**config.mk**
```make
export PLATFORM = sky130hd
export DESIGN_NAME = otp_buf_top
export DESIGN_NICKNAME = d
export VERILOG_FILES = /design/src/hw/otp_buf_pkg.sv /design/src/hw/otp_buf_wr_if.sv /design/src/hw/otp_buf_frontend.sv /design/src/hw/otp_ecc_reg.sv /design/src/hw/otp_ecc_lane_chk.sv /design/src/hw/otp_ecc_err_agg.sv /design/src/hw/otp_buf_top.sv
export SDC_FILE = /design/constraint.sdc
export NUM_CORES = 2
export LEC_CHECK = 0
export ABC_CLOCK_PERIOD_IN_PS = 5700
export BUFFER_PORTS_ARGS = -buffer_cell sky130_fd_sc_hd__buf_4
export CAP_MARGIN = 20
export CELL_PAD_IN_SITES_DETAIL_PLACEMENT = 1
export CELL_PAD_IN_SITES_GLOBAL_PLACEMENT = 2
export CORE_MARGIN = 2
export CORE_UTILIZATION = 45
export DETAILED_ROUTE_END_ITERATION = 8
export PLACE_DENSITY_LB_ADDON = 0.1
export SYNTH_ARGS = -nofsm -noshare
export SYNTH_HDL_FRONTEND = slang
export SYNTH_HIERARCHICAL = 1
export SYNTH_SLANG_ARGS = --single-unit
```
**constraint.sdc**
```tcl
create_clock -name clk_i -period 5.7 [get_ports clk_i]
set_input_delay 0.855 -clock clk_i [delete_from_list [all_inputs] [get_ports clk_i]]
set_output_delay 0.855 -clock clk_i [all_outputs]
set_load 0.005 [all_outputs]
```
**src/hw/otp_buf_pkg.sv**
```systemverilog
// ~~~~~~~~~~~~~~~~~~~~~~~~~~~~~~~~~~~~~~~~
// Shared widths, status map and FSM states
// for the buffered OTP partition store.
// ~~~~~~~~~~~~~~~~~~~~~~~~~~~~~~~~~~~~~~~~
`default_nettype none

package otp_buf_pkg;

  // Data, check and codeword widths of one stored word.
  localparam int WordW  = 64;
  localparam int CheckW = 8;
  localparam int CodeW  = WordW + CheckW;
  // Byte selects of the bus, one per data byte.
  localparam int SelW   = WordW / 8;

  // Upper bound of Depth, set by the 8-bit index field.
  localparam int MaxDepth = 256;
  localparam int IdxW     = $clog2(MaxDepth);

  // Address bit above the word region that selects the status page.
  localparam int StatusSel = IdxW;
  localparam int WbAdrW    = StatusSel + 1;

  // Word offsets inside the status page.
  localparam int StatusWord = 0;
  localparam int ClearWord  = 1;
  // Field positions within STATUS.
  localparam int StatusErrBit = 0;
  localparam int StatusIdxLsb = 8;

  typedef logic [WordW-1:0]  word_t;
  typedef logic [CheckW-1:0] check_t;
  // Check bits sit above the data bits.
  typedef logic [CodeW-1:0]  code_t;

  // Wishbone front-end states.
  typedef enum logic [1:0] {
    IDLE,
    ACCESS,
    ACK
  } fe_state_e;

endpackage

`default_nettype wire

```
**src/hw/otp_buf_wr_if.sv**
```systemverilog
// ~~~~~~~~~~~~~~~~~~~~~~~~~~~~~~~~~~~~~~~~
// Single write/read port from the front
// end into the codeword register file.
// ~~~~~~~~~~~~~~~~~~~~~~~~~~~~~~~~~~~~~~~~
`timescale 1ns/10ps
`default_nettype none

interface otp_buf_wr_if
  import otp_buf_pkg::*;
();

  // Write strobe, whole codeword.
  logic            wren;
  // Word index, wide enough to address beyond Depth.
  logic [IdxW-1:0] addr;
  code_t           wdata;
  // Data part of the addressed word.
  word_t           rdata;

  // Side that issues accesses.
  modport producer (
    output wren,
    output addr,
    output wdata,
    input  rdata
  );

  // Side that holds the words.
  modport store (
    input  wren,
    input  addr,
    input  wdata,
    output rdata
  );

endinterface

`default_nettype wire

```
**src/hw/otp_buf_frontend.sv**
```systemverilog
// ~~~~~~~~~~~~~~~~~~~~~~~~~~~~~~~~~~~~~~~~
// Wishbone classic slave that shares the
// store's write port with fuse macro loads.
// ~~~~~~~~~~~~~~~~~~~~~~~~~~~~~~~~~~~~~~~~
`timescale 1ns/10ps
`default_nettype none

module otp_buf_frontend
  import otp_buf_pkg::*;
(
  input  logic              clk_i,
  input  logic              rst_ni,
  // Wishbone classic slave.
  input  logic              wb_cyc_i,
  input  logic              wb_stb_i,
  input  logic              wb_we_i,
  input  logic [WbAdrW-1:0] wb_adr_i,
  input  word_t             wb_dat_i,
  output word_t             wb_dat_o,
  output logic              wb_ack_o,
  // Raw codewords from the fuse macro, never stalled.
  input  logic              load_valid_i,
  input  logic [IdxW-1:0]   load_addr_i,
  input  code_t             load_code_i,
  // Port into the register file.
  otp_buf_wr_if.producer    wr,
  // Aggregated integrity status.
  input  logic              status_err_i,
  input  logic [IdxW-1:0]   status_idx_i,
  output logic              clr_o
);

  fe_state_e state_q, state_d;
  word_t     dat_q;
  word_t     status_word;
  logic      bus_req;
  logic      status_sel;
  logic      access_go;
  logic      bus_wr;

  // Lane-parity encoder: check bit j covers data bits with index mod 8 == j.
  function automatic check_t lane_enc(input word_t data);
    check_t chk;
    chk = '0;
    for (int i = 0; i < WordW; i++) begin
      chk[i % CheckW] ^= data[i];
    end
    return chk;
  endfunction

  assign bus_req    = wb_cyc_i & wb_stb_i;
  assign status_sel = wb_adr_i[StatusSel];

  // The access is performed only in a cycle without a load.
  assign access_go = (state_q == ACCESS) & bus_req & ~load_valid_i;
  assign bus_wr    = access_go & wb_we_i & ~status_sel;

  // CLEAR is any write to the second status word.
  assign clr_o = access_go & wb_we_i & status_sel &
                 (wb_adr_i[IdxW-1:0] == IdxW'(ClearWord));

  // STATUS layout, all other bits read zero.
  always_comb begin
    status_word = '0;
    if (wb_adr_i[IdxW-1:0] == IdxW'(StatusWord)) begin
      status_word[StatusErrBit] = status_err_i;
      status_word[StatusIdxLsb +: IdxW] = status_idx_i;
    end
  end

  // Loads win the port. Bus writes are encoded here.
  always_comb begin
    wr.wren  = load_valid_i | bus_wr;
    wr.addr  = wb_adr_i[IdxW-1:0];
    wr.wdata = {lane_enc(wb_dat_i), wb_dat_i};
    if (load_valid_i) begin
      wr.addr  = load_addr_i;
      wr.wdata = load_code_i;
    end
  end

  // Next-state logic.
  always_comb begin
    state_d = state_q;
    unique case (state_q)
      IDLE: begin
        if (bus_req) begin
          state_d = ACCESS;
        end
      end
      ACCESS: begin
        // Abandoned cycle: drop back without acting.
        if (!bus_req) begin
          state_d = IDLE;
        end else if (!load_valid_i) begin
          state_d = ACK;
        end
      end
      ACK: begin
        state_d = IDLE;
      end
      default: begin
        state_d = IDLE;
      end
    endcase
  end

  always_ff @(posedge clk_i or negedge rst_ni) begin
    if (!rst_ni) begin
      state_q <= IDLE;
    end else begin
      state_q <= state_d;
    end
  end

  // Read data is captured in ACCESS and held through ACK.
  always_ff @(posedge clk_i) begin
    if (access_go && !wb_we_i) begin
      dat_q <= status_sel ? status_word : wr.rdata;
    end
  end

  assign wb_dat_o = dat_q;
  assign wb_ack_o = (state_q == ACK);

endmodule

`default_nettype wire

```
**src/hw/otp_ecc_reg.sv**
```systemverilog
// ~~~~~~~~~~~~~~~~~~~~~~~~~~~~~~~~~~~~~~~~
// Codeword register file, one write port,
// one read port, all words out in parallel.
// ~~~~~~~~~~~~~~~~~~~~~~~~~~~~~~~~~~~~~~~~
`timescale 1ns/10ps
`default_nettype none

module otp_ecc_reg
  import otp_buf_pkg::*;
#(
  parameter int Depth = 16
) (
  input  logic                clk_i,
  input  logic                rst_ni,
  // Write and read port from the front end.
  otp_buf_wr_if.store         wr,
  // Every stored codeword, for the checkers.
  output code_t [Depth-1:0]   code_o
);

  // Index width, at least one bit.
  localparam int AddrW = (Depth > 1) ? $clog2(Depth) : 1;

  code_t [Depth-1:0] code_q;
  logic              in_range;
  logic [AddrW-1:0]  idx;

  // Addresses at or beyond Depth are neither written nor read.
  assign in_range = int'(wr.addr) < Depth;

  always_comb begin
    idx = '0;
    if (in_range) begin
      idx = wr.addr[AddrW-1:0];
    end
  end

  // Data part only. Out of range reads zero.
  always_comb begin
    wr.rdata = '0;
    if (in_range) begin
      wr.rdata = code_q[idx][WordW-1:0];
    end
  end

  // Reset leaves zero codewords, which have valid parity.
  always_ff @(posedge clk_i or negedge rst_ni) begin
    if (!rst_ni) begin
      code_q <= '0;
    end else if (wr.wren && in_range) begin
      // The whole codeword is replaced.
      code_q[idx] <= wr.wdata;
    end
  end

  assign code_o = code_q;

endmodule

`default_nettype wire

```
**src/hw/otp_ecc_lane_chk.sv**
```systemverilog
// ~~~~~~~~~~~~~~~~~~~~~~~~~~~~~~~~~~~~~~~~
// Lane-parity checker for one codeword.
// ~~~~~~~~~~~~~~~~~~~~~~~~~~~~~~~~~~~~~~~~
`timescale 1ns/10ps
`default_nettype none

module otp_ecc_lane_chk
  import otp_buf_pkg::*;
(
  input  code_t code_i,
  output logic  err_o
);

  word_t  data;
  check_t stored;
  check_t recomputed;

  // Check bits sit above the data.
  assign data   = code_i[WordW-1:0];
  assign stored = code_i[CodeW-1:WordW];

  // Lane j folds every data bit whose index mod 8 is j.
  always_comb begin
    recomputed = '0;
    for (int i = 0; i < WordW; i++) begin
      recomputed[i % CheckW] ^= data[i];
    end
  end

  // Any lane that disagrees flags the word.
  // Detection only, no attempt at correction.
  assign err_o = |(recomputed ^ stored);

endmodule

`default_nettype wire

```
**src/hw/otp_ecc_err_agg.sv**
```systemverilog
// ~~~~~~~~~~~~~~~~~~~~~~~~~~~~~~~~~~~~~~~~
// Sticky integrity flag and lowest failing
// word index, cleared by the front end.
// ~~~~~~~~~~~~~~~~~~~~~~~~~~~~~~~~~~~~~~~~
`timescale 1ns/10ps
`default_nettype none

module otp_ecc_err_agg
  import otp_buf_pkg::*;
#(
  parameter int Depth = 16
) (
  input  logic             clk_i,
  input  logic             rst_ni,
  // One flag per stored word.
  input  logic [Depth-1:0] err_i,
  // One-cycle clear from a CLEAR write.
  input  logic             clr_i,
  output logic             err_o,
  output logic [IdxW-1:0]  idx_o
);

  logic            any_err;
  logic [IdxW-1:0] low_idx;
  logic            err_q;
  logic [IdxW-1:0] idx_q;

  assign any_err = |err_i;

  // Priority encoder, lowest index wins.
  always_comb begin
    low_idx = '0;
    for (int i = Depth - 1; i >= 0; i--) begin
      if (err_i[i]) begin
        low_idx = IdxW'(i);
      end
    end
  end

  // Clear has priority. A word still bad sets the flag again next cycle.
  always_ff @(posedge clk_i or negedge rst_ni) begin
    if (!rst_ni) begin
      err_q <= 1'b0;
      idx_q <= '0;
    end else if (clr_i) begin
      err_q <= 1'b0;
      idx_q <= '0;
    end else if (any_err && !err_q) begin
      // First failure is latched, later ones keep it.
      err_q <= 1'b1;
      idx_q <= low_idx;
    end
  end

  assign err_o = err_q;
  assign idx_o = idx_q;

endmodule

`default_nettype wire

```
**src/hw/otp_buf_top.sv**
```systemverilog
// ~~~~~~~~~~~~~~~~~~~~~~~~~~~~~~~~~~~~~~~~
// Buffered OTP partition store with bus
// access, macro loads and integrity checks.
// ~~~~~~~~~~~~~~~~~~~~~~~~~~~~~~~~~~~~~~~~
`timescale 1ns/10ps
`default_nettype none

module otp_buf_top
  import otp_buf_pkg::*;
#(
  parameter int Depth = 16
) (
  input  logic              clk_i,
  input  logic              rst_ni,
  // Wishbone classic slave.
  input  logic              wb_cyc_i,
  input  logic              wb_stb_i,
  input  logic              wb_we_i,
  input  logic [WbAdrW-1:0] wb_adr_i,
  // Words are written whole, byte selects have no effect.
  input  logic [SelW-1:0]   wb_sel_i,
  input  word_t             wb_dat_i,
  output word_t             wb_dat_o,
  output logic              wb_ack_o,
  // Codewords read out of the fuse macro.
  input  logic              load_valid_i,
  input  logic [IdxW-1:0]   load_addr_i,
  input  code_t             load_code_i,
  // Sticky integrity error.
  output logic              err_o
);

  code_t [Depth-1:0] stored_code;
  logic  [Depth-1:0] word_err;
  logic  [IdxW-1:0]  err_idx;
  logic              err_clr;

  // Shared port between front end and storage.
  otp_buf_wr_if wr_if ();

  otp_buf_frontend u_frontend (
    .clk_i        (clk_i),
    .rst_ni       (rst_ni),
    .wb_cyc_i     (wb_cyc_i),
    .wb_stb_i     (wb_stb_i),
    .wb_we_i      (wb_we_i),
    .wb_adr_i     (wb_adr_i),
    .wb_dat_i     (wb_dat_i),
    .wb_dat_o     (wb_dat_o),
    .wb_ack_o     (wb_ack_o),
    .load_valid_i (load_valid_i),
    .load_addr_i  (load_addr_i),
    .load_code_i  (load_code_i),
    .wr           (wr_if.producer),
    .status_err_i (err_o),
    .status_idx_i (err_idx),
    .clr_o        (err_clr)
  );

  otp_ecc_reg #(
    .Depth (Depth)
  ) u_ecc_reg (
    .clk_i  (clk_i),
    .rst_ni (rst_ni),
    .wr     (wr_if.store),
    .code_o (stored_code)
  );

  // One checker per stored word.
  for (genvar k = 0; k < Depth; k++) begin : gen_lane_chk
    otp_ecc_lane_chk u_lane_chk (
      .code_i (stored_code[k]),
      .err_o  (word_err[k])
    );
  end

  otp_ecc_err_agg #(
    .Depth (Depth)
  ) u_err_agg (
    .clk_i  (clk_i),
    .rst_ni (rst_ni),
    .err_i  (word_err),
    .clr_i  (err_clr),
    .err_o  (err_o),
    .idx_o  (err_idx)
  );

endmodule

`default_nettype wire

```
* Word-level counts from Yosys, hierarchy flattened *
Cells that the tools add are included.

cells by class
  magnitude comparators = 3
  eq/ne operators = 5
  multiplexer cells = 36
  bitwise operators = 979
  reductions and logical operators = 28

operator list
  kind                  count
  $bwmux W1152          1
  $xor A1 B1 Y1         952
  $bmux W72 S4          1
  $demux W72 S4         1
  $mux W8               19
  $mux W72              2
  $reduce_or A128 Y1    1
  $reduce_or A8 Y1      16
  $xor A8 B8 Y8         16
  $mux W64              1
  $mux W16              2
  $eq A8 B1 Y1 const B  1
  $logic_not A8 Y1      1
  $lt A8 B5 Y1 const B  1
  $mux W4               2
  $and A1 B1 Y1         7
  $mux W2               3
  $lt A4 B5 Y1 const B  1
  $ge A4 B1 Y1 const B  1
  $logic_and A1 B1 Y1   4
  $pmux W2 S2           1
  $mux W1               3
  $ne A3 B3 Y1 const B  1
  $not A1 Y1            3
  other kinds (9)       10

storage, ports and cells
  flip-flop bits (word level) = 1,227
  input bits = 167
  output and inout bits = 66
  word-level logic and storage cells = 1,072

* Depth between registers and ports, before layout *
  word-level depth = 27
  depth in mapped cells = 13
  gate-level depth less buffers = 9

* Cells and area by module *
Netlist, hierarchy kept.

modules (own cells, without submodules)
  module            times used  cells each  area an instance (µm²)  seq. area each (µm²)
  otp_ecc_reg       1           3,633       51,356.8                28,827.6
  otp_ecc_lane_chk  16          61          634.4                   0.0
  otp_buf_frontend  1           315         4,046.4                 1,971.9
  otp_ecc_err_agg   1           54          415.4                   125.1

* Worst setup path after synthesis *
OpenSTA, ideal clock, no wires.

  path kind = input to register
  from = in load_valid_i
  to = reg u_frontend.dat_q[0] (netlist: u_frontend/wb_dat_o[0]), enable pin
  library setup time = 495 ps
  arrival = 4,161 ps
  required time = 5,205 ps
  path slack = 1,044 ps
  stages = 3
  buffers on the path = 1
  cells stage by stage = buf_2 -> nor3b_1 -> nor2b_1

between the ends
  longest elaborated chain between the ends = 3

RTL lines
  element               RTL line                 source
  start, declared       otp_buf_top.sv:26        input logic load_valid_i,
  $not A1 Y1            otp_buf_frontend.sv:55   assign access_go = (state_q == ACCESS) & bus_req & ~load_valid_i;
  $and A1 B1 Y1         otp_buf_frontend.sv:55
  $logic_and A1 B1 Y1   otp_buf_frontend.sv:118  if (access_go && !wb_we_i) begin
  end signal, assigned  otp_buf_frontend.sv:119  dat_q <= status_sel ? status_word : wr.rdata;
  end, declared         otp_buf_frontend.sv:34   word_t dat_q;

Every way passes these cells.
A chain may end at the register's enable or synchronous reset.

* Worst setup path after layout *
  from = in load_valid_i
  to = reg u_ecc_reg.code_q, in the netlist u_ecc_reg/code_o[356]

between the ends
  longest elaborated chain between the ends = 8
  elaborated cells on any way between the ends = 16
  classes of those cells = order compare (3); mux (6); bitwise (5); reduce/logical (2)

RTL lines
  element                                                             RTL line                source
  $mux W8 *                                                           otp_buf_frontend.sv:76  if (load_valid_i) begin
  named net wr_if.addr[4]                                             otp_buf_wr_if.sv:15     logic [IdxW-1:0] addr;
  $lt A8 B5 Y1 *                                                      otp_ecc_reg.sv:29       assign in_range = int'(wr.addr) < Depth;
  $mux W4                                                             otp_ecc_reg.sv:33       if (in_range) begin
  $lt A4 B5 Y1 (implied by the code) or $ge A4 B1 Y1 (tied branches)  otp_ecc_reg.sv:52       code_q[idx] <= wr.wdata;
  $logic_and A1 B1 Y1 (implied by the code)                           otp_ecc_reg.sv:52
  $mux W72 (implied by the code)                                      otp_ecc_reg.sv:52
  $demux W72 S4                                                       n/a
  $bwmux W1152                                                        otp_ecc_reg.sv:52
  end signal, assigned by index                                       otp_ecc_reg.sv:52
  end, declared                                                       otp_ecc_reg.sv:24       code_t [Depth-1:0] code_q;

Mark *: on every way through the listed nets, which the timed path passes. The rest lies on a longest branch.

==> impl_metrics.py <==
metrics = {
    "power": {
        "ir_worst_vdd_mv": 0.256,
        "leakagePower_nw": 34.8,
        "power_density_nw_per_um2": 334,
    },
    "sta": {
        "fin_hold_ws_ps": 124,
        "tightest_slew_ps": 1380,
        "post-route-period-util_pct": 73.2,
        "setup_viol": 0,
        "fin_skew_ps": 33.7,
        "rsz0062_at_grt": "no",
        "clock.fmax_mhz": 240,
        "drv_slew": 0,
        "setup_tns_ps": 0,
        "finalHoldViolCount": 0,
        "period_needed_ps": 4170,
        "max-slew-margin-rel_pct": 7.42,
    },
    "global_routing": {
        "grt_use_total_pct": 31.5,
        "grt_start_max_net_pins": 160,
        "grt_overflow": 0,
        "grt_pass1_wl_um": 340000,
        "antenna_found_initial": 17,
        "grt_pass1_vias": 45400,
    },
    "final_layout": {
        "drive_above_1_share_pct": 38.0,
        "layout_commonest_cell": "mux2_2",
        "fin_nets": 5271,
        "final_cell_mix": "mux2_2, dfrtp_1, xnor2_1, buf_4, a21oi_1",
        "seqCellArea_um2": 30900,
        "area_growth_pct": 13.0,
        "fin_cells": 7133,
        "multi_input_area_um2": 33600,
        "nFillCells": 14400,
    },
    "critical_path": {
        "worstPathRequired_ps": 6330,
        "timing.rr.end": "u_err_agg/idx_o[0]$_DFFE_PN0P_",
        "r2r_start": "u_ecc_reg/code_o[173]$_DFFE_PN0P_",
        "reg2reg_slack_ps": 1620,
        "start_kind": "input port",
        "end_kind": "register",
        "worstSetupPathType": "in2reg",
        "cp_max_fo": 42,
        "cp.arrival_ps": 4800,
        "reg2reg_depth": 9,
    },
    "drt": {
        "drtPass1Iterations": 7,
        "drt_iter0_drc": 3066,
        "ant_nets": 0,
        "via_per_inst": 5.99,
        "drc": 0,
        "drt_wl_total_um": 237000,
        "vias": 42700,
        "wire_per_inst_um": 33.3,
    },
    "placed_design": {
        "placed_cells": 6874,
        "dp_hpwl_um": 162000,
        "gp_congestion": 0.916,
        "port_buffers": 224,
    },
    "synthesis": {
        "synth_ff_type": "dfrtp_1",
        "synth_seq_cells": 1223,
        "synth_cell_types": 67,
        "synth.area.top_cells": "dfrtp_1, mux2_2, xnor2_1",
        "synth_edf_count": 64,
        "synthArstFlopShare_pct": 94.8,
        "syn_inst": 4978,
        "yosys.area.top_type_share_pct": 44.0,
        "yosysTopAreaCell": "dfrtp_1",
        "seq_area_frac_synth_pct": 46.9,
        "syn_avg_cell_area_um2": 13.3,
        "synthesis.area_um2": 66000,
        "yosys_warnings": 6,
    },
    "floorplan": {
        "ios": 233,
        "coreArea_um2": 146000,
        "fp.dieW_um": 387,
        "die_h_um": 387,
        "dieArea_um2": 150000,
        "rows": 140,
        "initial_core_util_pct": 45.3,
    },
    "clocking": {
        "cts_hold_buf": 0,
        "numCtsBuffers": 143,
        "cts_tree": "done",
        "clkLatencyLatePin_ps": 780,
        "clkSinkCount": 1223,
        "cts_resized": 0,
        "clk_pin_slew_ps": 60,
        "clockBufferDepth": 3,
        "htree_num_levels": 4,
        "cts_root_buf": "clkbuf_16",
        "post_cts_buffers": 0,
    },
    "outcome": {
        "status": "complete, no violations",
    },
    "job": {
        "cap_violations": 0,
    },
    "worst_hold_path": {
        "hold_path_class": "in2async",
    },
}
==> state kept, by name, summed over array words and instances (netlist names) <==
register and cells:
u_ecc_reg/code_o 1152, u_frontend/wb_dat_o 64, u_err_agg/idx_o 4, u_frontend/state_q 2, u_err_agg/err_o 1
==> kinds of logic (layout without fill, tap and decap cells) <==
kind of cell,after synthesis,in the layout,synth area share [%]
muxes,1488,1488,26.2
DFF,1223,1223,46.9
xor gates and xnor gates,984,984,15.7
buffers and inverters,393,625,2.44
and+or+nand+nor,339,339,2.75
AOI/OAI and AO/OA,550,550,6.01
other,1,7,0.00568
==> Yosys cell counts, types with 9 or more instances <==
library cell and number:
a311oi_1 29, a31oi_1 32, o221ai_1 105, buf_2 69, a221o_1 19, a21oi_1 166, nor4_1 41, mux2_1 24
buf_4 11, clkbuf_1 254, o21ai_0 39, mux4_2 64, xnor3_2 16, mux2_2 1239, nor2b_1 89, edfxtp_1 64
a2bb2oi_1 21, xnor2_4 16, o22ai_2 9, a22oi_1 26, a221oi_1 9, xnor2_1 720, nor3_1 9, nor2_1 67
xor2_1 136, xnor2_2 16, o221a_2 24, nand4_1 19, nand2_1 74, o211ai_1 10, o22ai_1 28, xnor3_1 80
inv_1 20, mux2i_1 161, dfrtp_1 1159, buf_1 36
==> how the worst max path moves through the flow <==
stage	startpoint	slack, ps	to	cells after the start
detailed placement	load_valid_i	870	u_ecc_reg/code_o[484]$_DFFE_PN0P_	9
floorplan	load_valid_i	1040	u_frontend/wb_dat_o[0]$_DFFE_PP_	3
finish	load_valid_i	1530	u_ecc_reg/code_o[356]$_DFFE_PN0P_	9
CTS	load_valid_i	1680	u_ecc_reg/code_o[454]$_DFFE_PN0P_	9
global placement	load_valid_i	870	u_frontend/wb_dat_o[5]$_SDFFCE_PP0P_	11
global route	load_valid_i	1440	u_frontend/wb_dat_o[5]$_SDFFCE_PP0P_	11
==> metal layers <==
| layer | vias up | global-route usage [%] | share of wire (%) |
|---|---|---|---|
| met1 | 23100 | 43.4 | 45 |
| met2 | 1079 | 51.1 | 47 |
| met4 | 6 | 11.5 | 3.9 |
| li1 | 18200 | - | - |
| met5 | - | 0 | 0.019 |
| met3 | 326 | 3.94 | 4.2 |
==> stage by stage <==
step	cell area (µm²)	utilization, %	worst slack [ps]	power, W
after CTS	74500	51.2	1680	0.0250
final	74500	51.2	1530	0.0249
after floorplan	66000	-	1040	0.0133
after global placement	69900	48.0	870	0.0157
after global routing	74500	51.2	1440	0.0256
after detailed placement	69900	48.0	866	0.0158
==> critical path, stage by stage <==
cell	delay (ps)
buf_4	140
mux2_2	380
or4_4	820
buf_4	400
nor3_2	560
nand2_1	340
nor2_4	160
buf_4	640
mux2_2	420
==> where the power goes <==
part | switching [W] | leakage, nW | internal [W]
sequential | 0.000554 | 16.6 | 0.00932
combinational | 0.00341 | 15.9 | 0.00242
clock | 0.00379 | 2.28 | 0.00538
total | 0.00775 | 34.8 | 0.0171
==> layout make-up <==
cell class	instances	area share, %
Antenna cell	3	0.0101
Sequential cell	1223	41.5
Multi-Input combinational cell	3365	45.1
Clock buffer	225	5.81
Tap cell	1917	3.22
Inverter	22	0.112
Clock inverter	29	0.374
Timing Repair Buffer	349	3.85
Note: power is estimated with default switching activity, not from simulation.
